<file path="config.mk">
export PLATFORM = sky130hd
export DESIGN_NAME = demodRouter
export DESIGN_NICKNAME = d
export VERILOG_FILES = /design/src/hw/routerPkg.sv /design/src/hw/routeCfgIf.sv /design/src/hw/demodRouter.sv /design/src/hw/outputFormat.sv /design/src/hw/sampleRoute.sv /design/src/hw/sourceSelect.sv /design/src/hw/regDecode.sv
export SDC_FILE = /design/constraint.sdc
export NUM_CORES = 1
export LEC_CHECK = 0
export BUFFER_PORTS_ARGS = -buffer_cell sky130_fd_sc_hd__buf_2
export CAP_MARGIN = 0
export CORE_MARGIN = 1.5
export CORE_UTILIZATION = 35
export DETAILED_ROUTE_END_ITERATION = 8
export PLACE_DENSITY = 0.57
export SYNTH_ARGS = -nofsm -noshare
export SYNTH_HDL_FRONTEND = slang
export SYNTH_SLANG_ARGS = --single-unit
</file>
<file path="constraint.sdc">
create_clock -name clk -period 8.81 [get_ports clk]
set_input_delay 1.762 -clock clk [delete_from_list [all_inputs] [get_ports clk]]
set_output_delay 1.762 -clock clk [all_outputs]
set_load 0.01 [all_outputs]
</file>
<file path="src/hw/routerPkg.sv">
`default_nettype none

package routerPkg;

  // ******************************
  // widths and constants
  // ******************************
  localparam int SampleWidth     = 18;  // internal sample path
  localparam int DemodWidth      = 14;  // demod inputs and DAC codes
  localparam int PadZeros        = SampleWidth - DemodWidth;
  localparam int NumDacs         = 3;
  localparam int SoftResetCycles = 6;
  localparam int RstCntWidth     = $clog2(SoftResetCycles + 1);
  localparam int AddrWidth       = 4;

  localparam logic [15:0] VersionNumber = 16'd435;
  localparam logic [15:0] ImageType     = 16'h0002;
  localparam logic [1:0]  RespOkay      = 2'b00;

  // register byte addresses
  localparam logic [AddrWidth-1:0] RegVersion = 4'h0;
  localparam logic [AddrWidth-1:0] RegRoute   = 4'h4;
  localparam logic [AddrWidth-1:0] RegReset   = 4'h8;

  // demod modes seen on the pads
  localparam logic [4:0] ModeAqpsk      = 5'd5;
  localparam logic [4:0] ModeAuqpsk     = 5'd6;
  localparam logic [4:0] ModePcmTrellis = 5'd8;
  localparam logic [4:0] ModeSoqpsk     = 5'd9;

  // dacSelect codes owned by the trellis
  localparam logic [3:0] DacTrellisI     = 4'hC;
  localparam logic [3:0] DacTrellisQ     = 4'hD;
  localparam logic [3:0] DacTrellisPhErr = 4'hE;
  localparam logic [3:0] DacTrellisIndex = 4'hF;

  // ******************************
  // types
  // ******************************
  typedef enum logic [1:0] {SelDemod = 2'd0, SelSubcarrier = 2'd1} dacInSelT;
  typedef enum logic [1:0] {DecDemod = 2'd0, DecSubcarrier = 2'd1} decInSelT;
  typedef enum logic [1:0] {QOutDecoder = 2'd0, QOutSubcarrier = 2'd1} qOutSelT;

  typedef struct packed {
    logic [SampleWidth-1:0] data;
    logic                   sync;  // sample valid strobe
  } sampleT;

  typedef struct packed {
    logic iBit;
    logic qBit;
    logic symEn;
    logic sym2xEn;
  } bitStreamT;

endpackage

`default_nettype wire
</file>
<file path="src/hw/routeCfgIf.sv">
`default_nettype none

// route and mode settings from the register block
interface routeCfgIf;
  import routerPkg::*;

  dacInSelT dacInSel [NumDacs];
  decInSelT decInSel;
  qOutSelT  qOutSel;
  logic     trellisMode;  // pcm trellis or soqpsk
  logic     auQpskMode;   // aqpsk or auqpsk

  modport regs (output dacInSel, decInSel, qOutSel, trellisMode, auQpskMode);
  modport router (input dacInSel, decInSel, trellisMode);
  modport formatter (input qOutSel, auQpskMode);
endinterface

// selected streams from the router to the formatter
interface routeOutIf;
  import routerPkg::*;

  sampleT    dacSample [NumDacs];
  bitStreamT decBits;
  logic      scQBit;   // subcarrier q, aligned with decBits
  logic      rawQBit;  // demod q, aligned with decBits

  modport source (output dacSample, decBits, scQBit, rawQBit);
  modport sink (input dacSample, decBits, scQBit, rawQBit);
endinterface

`default_nettype wire

</file>
<file path="src/hw/demodRouter.sv">
`default_nettype none

module demodRouter (
  input  logic                                  clk,
  input  logic                                  rs,
  input  logic [4:0]                            demodMode_i,
  // AXI4-Lite slave
  input  logic [routerPkg::AddrWidth-1:0]       sAxiAwaddr_i,
  input  logic                                  sAxiAwvalid_i,
  output logic                                  sAxiAwready_o,
  input  logic [31:0]                           sAxiWdata_i,
  input  logic                                  sAxiWvalid_i,
  output logic                                  sAxiWready_o,
  output logic                                  sAxiBvalid_o,
  output logic [1:0]                            sAxiBresp_o,
  input  logic                                  sAxiBready_i,
  input  logic [routerPkg::AddrWidth-1:0]       sAxiAraddr_i,
  input  logic                                  sAxiArvalid_i,
  output logic                                  sAxiArready_o,
  output logic                                  sAxiRvalid_o,
  output logic [31:0]                           sAxiRdata_o,
  output logic [1:0]                            sAxiRresp_o,
  input  logic                                  sAxiRready_i,
  output logic                                  dacRst_o,
  // sample and bit sources
  input  logic [routerPkg::DemodWidth-1:0]      demodData0_i,
  input  logic [routerPkg::DemodWidth-1:0]      demodData1_i,
  input  logic [routerPkg::DemodWidth-1:0]      demodData2_i,
  input  logic                                  demodSync0_i,
  input  logic                                  demodSync1_i,
  input  logic                                  demodSync2_i,
  input  logic [$bits(routerPkg::sampleT)-1:0]  trellisSample0_i,  // {data, sync}
  input  logic [$bits(routerPkg::sampleT)-1:0]  trellisSample1_i,
  input  logic [$bits(routerPkg::sampleT)-1:0]  trellisSample2_i,
  input  logic [$bits(routerPkg::sampleT)-1:0]  scSample0_i,
  input  logic [$bits(routerPkg::sampleT)-1:0]  scSample1_i,
  input  logic [$bits(routerPkg::sampleT)-1:0]  scSample2_i,
  input  logic [3:0]                            dacSelect0_i,
  input  logic [3:0]                            dacSelect1_i,
  input  logic [3:0]                            dacSelect2_i,
  input  logic [$bits(routerPkg::bitStreamT)-1:0] demodBits_i,  // {i, q, symEn, sym2xEn}
  input  logic [$bits(routerPkg::bitStreamT)-1:0] trellisBits_i,
  input  logic [$bits(routerPkg::bitStreamT)-1:0] scBits_i,
  // DAC and decoder side
  output logic [routerPkg::DemodWidth-1:0]      dac0D_o,
  output logic [routerPkg::DemodWidth-1:0]      dac1D_o,
  output logic [routerPkg::DemodWidth-1:0]      dac2D_o,
  output logic                                  decIBit_o,
  output logic                                  decQBit_o,
  output logic                                  decSymEn_o,
  output logic                                  decSym2xEn_o,
  output logic                                  qBit_o
);

  routeCfgIf cfgIf ();
  routeOutIf outIf ();

  regDecode i_regDecode (
    .clk, .rs, .demodMode_i,
    .sAxiAwaddr_i, .sAxiAwvalid_i, .sAxiAwready_o,
    .sAxiWdata_i, .sAxiWvalid_i, .sAxiWready_o,
    .sAxiBvalid_o, .sAxiBresp_o, .sAxiBready_i,
    .sAxiAraddr_i, .sAxiArvalid_i, .sAxiArready_o,
    .sAxiRvalid_o, .sAxiRdata_o, .sAxiRresp_o, .sAxiRready_i,
    .dacRst_o,
    .cfg (cfgIf.regs)
  );

  sampleRoute i_sampleRoute (
    .clk, .rs,
    .demodData0_i, .demodData1_i, .demodData2_i,
    .demodSync0_i, .demodSync1_i, .demodSync2_i,
    .trellisSample0_i, .trellisSample1_i, .trellisSample2_i,
    .scSample0_i, .scSample1_i, .scSample2_i,
    .dacSelect0_i, .dacSelect1_i, .dacSelect2_i,
    .demodBits_i, .trellisBits_i, .scBits_i,
    .cfg (cfgIf.router),
    .out (outIf.source)
  );

  outputFormat i_outputFormat (
    .clk, .rs,
    .cfg (cfgIf.formatter),
    .in  (outIf.sink),
    .dac0D_o, .dac1D_o, .dac2D_o,
    .decIBit_o, .decQBit_o, .decSymEn_o, .decSym2xEn_o,
    .qBit_o
  );

endmodule

`default_nettype wire

</file>
<file path="src/hw/outputFormat.sv">
`default_nettype none

module outputFormat (
  input  logic                             clk,
  input  logic                             rs,
  routeCfgIf.formatter                     cfg,
  routeOutIf.sink                          in,
  output logic [routerPkg::DemodWidth-1:0] dac0D_o,
  output logic [routerPkg::DemodWidth-1:0] dac1D_o,
  output logic [routerPkg::DemodWidth-1:0] dac2D_o,
  output logic                             decIBit_o,
  output logic                             decQBit_o,
  output logic                             decSymEn_o,
  output logic                             decSym2xEn_o,
  output logic                             qBit_o
);
  import routerPkg::*;

  logic [DemodWidth-1:0] dacCode [NumDacs];

  always_ff @(posedge clk or posedge rs) begin
    if (rs) begin
      for (int n = 0; n < NumDacs; n++) begin
        dacCode[n] <= '0;
      end
      {decIBit_o, decQBit_o, decSymEn_o, decSym2xEn_o} <= '0;
      qBit_o <= 1'b0;
    end else begin
      // offset binary for the converter, top bits only
      for (int n = 0; n < NumDacs; n++) begin
        if (in.dacSample[n].sync) begin
          dacCode[n] <= {~in.dacSample[n].data[SampleWidth-1],
                         in.dacSample[n].data[SampleWidth-2 -: DemodWidth-1]};
        end
      end
      {decIBit_o, decQBit_o, decSymEn_o, decSym2xEn_o} <= in.decBits;
      if (cfg.qOutSel == QOutSubcarrier) begin
        qBit_o <= in.scQBit;
      end else if (cfg.auQpskMode) begin
        qBit_o <= in.rawQBit;  // au modes bypass the decoder
      end else begin
        qBit_o <= in.decBits.qBit;
      end
    end
  end

  assign dac0D_o = dacCode[0];
  assign dac1D_o = dacCode[1];
  assign dac2D_o = dacCode[2];

endmodule

`default_nettype wire

</file>
<file path="src/hw/sampleRoute.sv">
`default_nettype none

module sampleRoute (
  input  logic                             clk,
  input  logic                             rs,
  input  logic [routerPkg::DemodWidth-1:0] demodData0_i,
  input  logic [routerPkg::DemodWidth-1:0] demodData1_i,
  input  logic [routerPkg::DemodWidth-1:0] demodData2_i,
  input  logic                             demodSync0_i,
  input  logic                             demodSync1_i,
  input  logic                             demodSync2_i,
  input  routerPkg::sampleT                trellisSample0_i,
  input  routerPkg::sampleT                trellisSample1_i,
  input  routerPkg::sampleT                trellisSample2_i,
  input  routerPkg::sampleT                scSample0_i,
  input  routerPkg::sampleT                scSample1_i,
  input  routerPkg::sampleT                scSample2_i,
  input  logic [3:0]                       dacSelect0_i,
  input  logic [3:0]                       dacSelect1_i,
  input  logic [3:0]                       dacSelect2_i,
  input  routerPkg::bitStreamT             demodBits_i,
  input  routerPkg::bitStreamT             trellisBits_i,
  input  routerPkg::bitStreamT             scBits_i,
  routeCfgIf.router                        cfg,
  routeOutIf.source                        out
);
  import routerPkg::*;

  logic [DemodWidth-1:0] demodData [NumDacs];
  logic                  demodSync [NumDacs];
  sampleT                trellisSample [NumDacs];
  sampleT                scSample [NumDacs];
  logic [3:0]            dacSelect [NumDacs];
  bitStreamT             demodBits;
  bitStreamT             trellisBits;
  bitStreamT             scBits;
  sampleT                demodCand [NumDacs];
  bitStreamT             decCand;

  // ******************************
  // pad reclocking
  // ******************************
  always_ff @(posedge clk) begin
    demodData[0]     <= demodData0_i;
    demodData[1]     <= demodData1_i;
    demodData[2]     <= demodData2_i;
    demodSync[0]     <= demodSync0_i;
    demodSync[1]     <= demodSync1_i;
    demodSync[2]     <= demodSync2_i;
    trellisSample[0] <= trellisSample0_i;
    trellisSample[1] <= trellisSample1_i;
    trellisSample[2] <= trellisSample2_i;
    scSample[0]      <= scSample0_i;
    scSample[1]      <= scSample1_i;
    scSample[2]      <= scSample2_i;
    dacSelect[0]     <= dacSelect0_i;
    dacSelect[1]     <= dacSelect1_i;
    dacSelect[2]     <= dacSelect2_i;
    demodBits        <= demodBits_i;
    trellisBits      <= trellisBits_i;
    scBits           <= scBits_i;
  end

  // trellis takes over a channel only for its own dacSelect codes
  always_comb begin
    for (int n = 0; n < NumDacs; n++) begin
      if (cfg.trellisMode && (dacSelect[n] inside
          {DacTrellisI, DacTrellisQ, DacTrellisPhErr, DacTrellisIndex})) begin
        demodCand[n] = trellisSample[n];
      end else begin
        demodCand[n].data = {demodData[n], {PadZeros{1'b0}}};
        demodCand[n].sync = demodSync[n];
      end
    end
  end

  always_comb begin
    if (cfg.trellisMode) begin
      decCand.iBit    = ~trellisBits.iBit;  // trellis decision polarity fix
      decCand.qBit    = ~trellisBits.iBit;
      decCand.symEn   = trellisBits.symEn;
      decCand.sym2xEn = trellisBits.sym2xEn;
    end else begin
      decCand = demodBits;
    end
  end

  for (genvar n = 0; n < NumDacs; n++) begin : genDacSel
    sourceSelect #(.payloadT(sampleT)) i_dacSel (
      .clk   (clk),
      .rs    (rs),
      .sel_i (cfg.dacInSel[n] == SelSubcarrier),
      .a_i   (demodCand[n]),
      .b_i   (scSample[n]),
      .y_o   (out.dacSample[n])
    );
  end

  sourceSelect #(.payloadT(bitStreamT)) i_decSel (
    .clk   (clk),
    .rs    (rs),
    .sel_i (cfg.decInSel == DecSubcarrier),
    .a_i   (decCand),
    .b_i   (scBits),
    .y_o   (out.decBits)
  );

  // q bits for the output mux, kept in step with decBits
  always_ff @(posedge clk) begin
    out.scQBit  <= scBits.qBit;
    out.rawQBit <= demodBits.qBit;
  end

endmodule

`default_nettype wire

</file>
<file path="src/hw/sourceSelect.sv">
`default_nettype none

// registered two-way source switch, any payload
module sourceSelect #(
  parameter type payloadT = logic
) (
  input  logic    clk,
  input  logic    rs,
  input  logic    sel_i,  // 1 picks b_i
  input  payloadT a_i,
  input  payloadT b_i,
  output payloadT y_o
);

  always_ff @(posedge clk or posedge rs) begin
    if (rs) begin
      y_o <= '0;  // strobes low out of reset
    end else if (sel_i) begin
      y_o <= b_i;
    end else begin
      y_o <= a_i;
    end
  end

endmodule

`default_nettype wire

</file>
<file path="src/hw/regDecode.sv">
`default_nettype none

module regDecode (
  input  logic                            clk,
  input  logic                            rs,
  input  logic [4:0]                      demodMode_i,
  input  logic [routerPkg::AddrWidth-1:0] sAxiAwaddr_i,
  input  logic                            sAxiAwvalid_i,
  output logic                            sAxiAwready_o,
  input  logic [31:0]                     sAxiWdata_i,
  input  logic                            sAxiWvalid_i,
  output logic                            sAxiWready_o,
  output logic                            sAxiBvalid_o,
  output logic [1:0]                      sAxiBresp_o,
  input  logic                            sAxiBready_i,
  input  logic [routerPkg::AddrWidth-1:0] sAxiAraddr_i,
  input  logic                            sAxiArvalid_i,
  output logic                            sAxiArready_o,
  output logic                            sAxiRvalid_o,
  output logic [31:0]                     sAxiRdata_o,
  output logic [1:0]                      sAxiRresp_o,
  input  logic                            sAxiRready_i,
  output logic                            dacRst_o,
  routeCfgIf.regs                         cfg
);
  import routerPkg::*;

  logic                   wrReady;
  logic                   wrAccept;
  logic                   rdAccept;
  logic [RstCntWidth-1:0] rstCnt;

  assign wrAccept      = wrReady & sAxiAwvalid_i & sAxiWvalid_i;
  assign rdAccept      = sAxiArready_o & sAxiArvalid_i;
  assign sAxiAwready_o = wrReady;  // aw and w accepted together
  assign sAxiWready_o  = wrReady;
  assign sAxiBresp_o   = RespOkay;
  assign sAxiRresp_o   = RespOkay;

  // ******************************
  // AXI handshakes
  // ******************************
  always_ff @(posedge clk or posedge rs) begin
    if (rs) begin
      wrReady       <= 1'b0;
      sAxiBvalid_o  <= 1'b0;
      sAxiArready_o <= 1'b0;
      sAxiRvalid_o  <= 1'b0;
    end else begin
      // one cycle ready pulses, held off while a response is pending
      wrReady       <= !wrReady && sAxiAwvalid_i && sAxiWvalid_i && !sAxiBvalid_o;
      sAxiArready_o <= !sAxiArready_o && sAxiArvalid_i && !sAxiRvalid_o;
      if (wrAccept) begin
        sAxiBvalid_o <= 1'b1;
      end else if (sAxiBready_i) begin
        sAxiBvalid_o <= 1'b0;
      end
      if (rdAccept) begin
        sAxiRvalid_o <= 1'b1;
      end else if (sAxiRready_i) begin
        sAxiRvalid_o <= 1'b0;
      end
    end
  end

  always_ff @(posedge clk) begin
    if (rdAccept) begin
      case (sAxiAraddr_i)
        RegVersion: sAxiRdata_o <= {VersionNumber, ImageType};
        RegRoute:   sAxiRdata_o <= {10'd0, cfg.qOutSel, 2'd0, cfg.decInSel, 10'd0,
                                    cfg.dacInSel[2], cfg.dacInSel[1], cfg.dacInSel[0]};
        default:    sAxiRdata_o <= '0;  // RegReset and holes
      endcase
    end
  end

  // route register and mode decode
  always_ff @(posedge clk or posedge rs) begin
    if (rs) begin
      for (int n = 0; n < NumDacs; n++) begin
        cfg.dacInSel[n] <= SelDemod;
      end
      cfg.decInSel    <= DecDemod;
      cfg.qOutSel     <= QOutDecoder;
      cfg.trellisMode <= 1'b0;
      cfg.auQpskMode  <= 1'b0;
    end else begin
      cfg.trellisMode <= demodMode_i inside {ModePcmTrellis, ModeSoqpsk};
      cfg.auQpskMode  <= demodMode_i inside {ModeAqpsk, ModeAuqpsk};
      if (wrAccept && sAxiAwaddr_i == RegRoute) begin
        for (int n = 0; n < NumDacs; n++) begin
          cfg.dacInSel[n] <= dacInSelT'(sAxiWdata_i[2*n +: 2]);
        end
        cfg.decInSel <= decInSelT'(sAxiWdata_i[17:16]);
        cfg.qOutSel  <= qOutSelT'(sAxiWdata_i[21:20]);
      end
    end
  end

  // ******************************
  // stretched DAC reset
  // ******************************
  always_ff @(posedge clk or posedge rs) begin
    if (rs) begin
      rstCnt   <= RstCntWidth'(SoftResetCycles);
      dacRst_o <= 1'b1;
    end else if (wrAccept && sAxiAwaddr_i == RegReset) begin
      rstCnt   <= RstCntWidth'(SoftResetCycles - 1);  // this cycle counts as one
      dacRst_o <= 1'b1;
    end else if (rstCnt != '0) begin
      rstCnt   <= rstCnt - 1'b1;
      dacRst_o <= 1'b1;
    end else begin
      dacRst_o <= 1'b0;
    end
  end

endmodule

`default_nettype wire

</file>
==> results.md <==
* Status: completed
* Crit-path max cell delay at ~0.52 ns
* Post-synth top area share at 36.1%
* Initial antenna violation count at 3
* Fin crit share at 33.5%
* Post-Place Cells at 1181
* Leak pwr at 5.15 nW
* Clock Sinks at 281
* CTS clk-pin slew, worst paths at 0.06 ns
* Kind of critical path: reg -> out
* Synth area leaders: dfxtp_1 36%, dfrtp_1 33%, mux2_2 5.1%
* Int Pwr at 2.24 mW
* Die height at 159 um
* Compound-gate portion of the synthesized area at 4.58%
* Min Hold Slack at 0.348 ns
* Fillers at 2270
* Sw Pwr at 0.665 mW
* Sequential power share at 49.9%
* P per Cell Area at 267 nW/um^2
* Ports at 324
* Layout cell share with drive strength beyond 1 at about two fifths
* Final setup viols at 0
* Cells along the critical path: buf_2
* Seq cells post-synth at 281
* Gr usage total at 13.9%
* DP HPWL at about 12000 um
* Seq/Total Area, Yosys at 74.0%
* Die Area at 25400 um^2
* Vias in the first global route at 5219
* Unrepaired setup endpoints after global routing: false
* Router iterations before antenna repair at 4
* Dpl ws at 5.44 ns
* VDD IR max at 162 uV
* Worst path slowest cell: dfstp_2
* CTS Buffer Depth at 3
* Yosys cell types at 36
* Synth top cells by count: 154 x dfxtp_1, 113 x dfrtp_1, 94 x nand2_1, 55 x nor2_1, 45 x a31oi_1
* Adder-cell area share of the yosys netlist at 0.293%
* HP Class: reg -> reg
* Maxcap violations at 0
* Worst slew margin at between 20% and 30%
* Drt via density at 4.19
* Worst setup SP type: flop
* Initial Util at roughly 36%
* Final Hold Fails at 0
* Final WL at 17700 um
* Most frequent cell after synthesis: dfxtp_1
* Core area at between 20000 and 25000 um^2
* WP data arrival at 1.19 ns
* Drt first-iter violations at between 150 and 200
* Setup TNS at 0 ns
* # rows at 56
* Via count at roughly 5.2k
* CTS Buf Count at 30
* Hold_buf cts at 0
* Post-Syn Instances at 646
* Fin. max-slew vios at 0
* Layout area overhead at 27.5%
* Crit path buf inv count at 1
* Largest family of logic cells by synthesized area: simple AND/OR/NAND/NOR gates
* Die extent in x at 159 um
* Root Buffer: clkbuf_16
* Drt drc at 0
* Combinational share of power at ~8.6%
* Required time worst endpoint at a little over 7 ns
* Crit. End Element: primary output
* Minimum clock period at 2.96 ns
* Worst-skew pair later-pin latency at around 0.54 ns
* Clock share of power at approximately two fifths
* Post-Route Skew at 0.00674 ns
* Post-CTS setup buffer count at 0
* Async SR Flop Fraction at about two fifths
* Global route overflow at 0
* WL/cell at 14.3 um
* Worst-margin pin slew at 1.09 ns
* I/O Buffers at roughly 250
* Cell area after layout at 10900 um^2
* CTS tree: done
* Post-cts sizing count at 0
* Synthesized area at 8540 um^2
* Mux contribution to synthesized area at 7.37%
* Fin cells at roughly 1.2k
* Remaining antenna violation count at 0
* Final Power at 2.91 mW
* Placed cell areas at 9910 um^2
* First-pass GRT wire length at 28100 um
* Post-synthesis simple-gate area fraction at 8.79%
* Largest net degree at the start of global routing at 81
* H-tree depth at 1
* CP top delay family: flip-flops
* Finished Core Util at 46.0%
* Switching Fraction at a little under a quarter
* Final GP Congestion at around 0.77
* Synth Warn # at 0
* Final Worst Setup Slack at 5.85 ns
* Net count, final at about 1.1k
* Crit Path Max Fanout at 1
* Fraction of synthesized cell area in xor and xnor cells at 0.205%
* Dominant synthesized flop cell: dfxtp_1
* Max Clock Freq at 338 MHz
* Cell taking the most area after synthesis: dfxtp_1
* Syn Area/Cell at about 13 um^2
* Number of synthesized flops with an enable pin at 11
[flip-flops by register name, indices dropped and copies added (netlist names), 11 cells and up]
| register | flops |
|---|---|
| i_outputFormat.dac0D_o | 14 |
| i_sampleRoute.trellisSample | 45 |
| i_sampleRoute.scSample | 45 |
| i_regDecode.sAxiRdata_o | 11 |
| i_outputFormat.dac2D_o | 14 |
| i_sampleRoute.genDacSel.i_dacSel.y_o | 45 |
| i_outputFormat.dac1D_o | 14 |
| i_sampleRoute.demodData | 42 |
[cell families after synthesis]
logic type,Yosys count
other,1
multiplexers,53
buffers and inverters,66
AO/OA/AOI/OAI,64
adder cells (fa/ha/maj),2
AND/OR/NAND/NOR,177
flip-flops,281
XOR/XNOR,2
[cell usage in the layout (no fill, tap or decap), types with 14 or more instances in the layout]
cell type  count
dfxtp_1      154
dfrtp_1      113
a21oi_1       14
clkbuf_16     31
buf_2        246
nand2_1       94
a31oi_1       45
nor2_1        55
mux2_2        39
conb_1        24
[final cells by class]
| class | instances | area [um^2] | area share, % |
|---|---|---|---|
| sequential | 281 | 6320 | 58.0 |
| multi-input combinational | 322 | 1900 | 17.5 |
| timing repair buffer | 248 | 1250 | 11.4 |
| clock buffer | 49 | 923 | 8.48 |
| tap | 319 | 399 | 3.66 |
| clock inverter | 7 | 47.5 | 0.437 |
| inverter | 11 | 43.8 | 0.402 |
| antenna | 3 | 7.51 | 0.0689 |
[power groups by stage]
stage,clock (mW),combinational (mW),sequential [mW]
detailed placement,0,0.258,1.48
CTS,1.23,0.259,1.45
floorplan,0,0.135,1.49
global route,1.29,0.281,1.47
global placement,0,0.252,1.48
finish,1.21,0.252,1.45
[per-layer routing]
layer	track usage, %	part of all wire [%]	vias up	wire length (um)
met5	0	0	-	0
met4	5.45	3.7	0	661
met3	3.91	7.1	43	1250
met2	23.5	47	180	8350
met1	16.9	42	2384	7410
li1	-	-	2589	-
[path summary, 6_finish.rpt]
path | startpoint | endpoint | slack, ns | cells after the start
worst max-delay path | i_regDecode.dacRst_o | dacRst_o | 5.85 | 1
worst min-delay path | i_sampleRoute.i_decSel.y_o[3] | i_outputFormat.decIBit_o | 0.35 | 0
worst max register to register | i_regDecode.cfg.trellisMode | i_sampleRoute.genDacSel[1].i_dacSel.y_o[9] | 6.92 | 3
worst min register to register | i_sampleRoute.i_decSel.y_o[3] | i_outputFormat.decIBit_o | 0.35 | 0
max in group asynchronous | rs | i_outputFormat.dac1D_o[2] | 6.13 | 3
min in group asynchronous | rs | i_regDecode.cfg.dacInSel[2] | 1.23 | 2
Power figures use the tool's default switching activity.
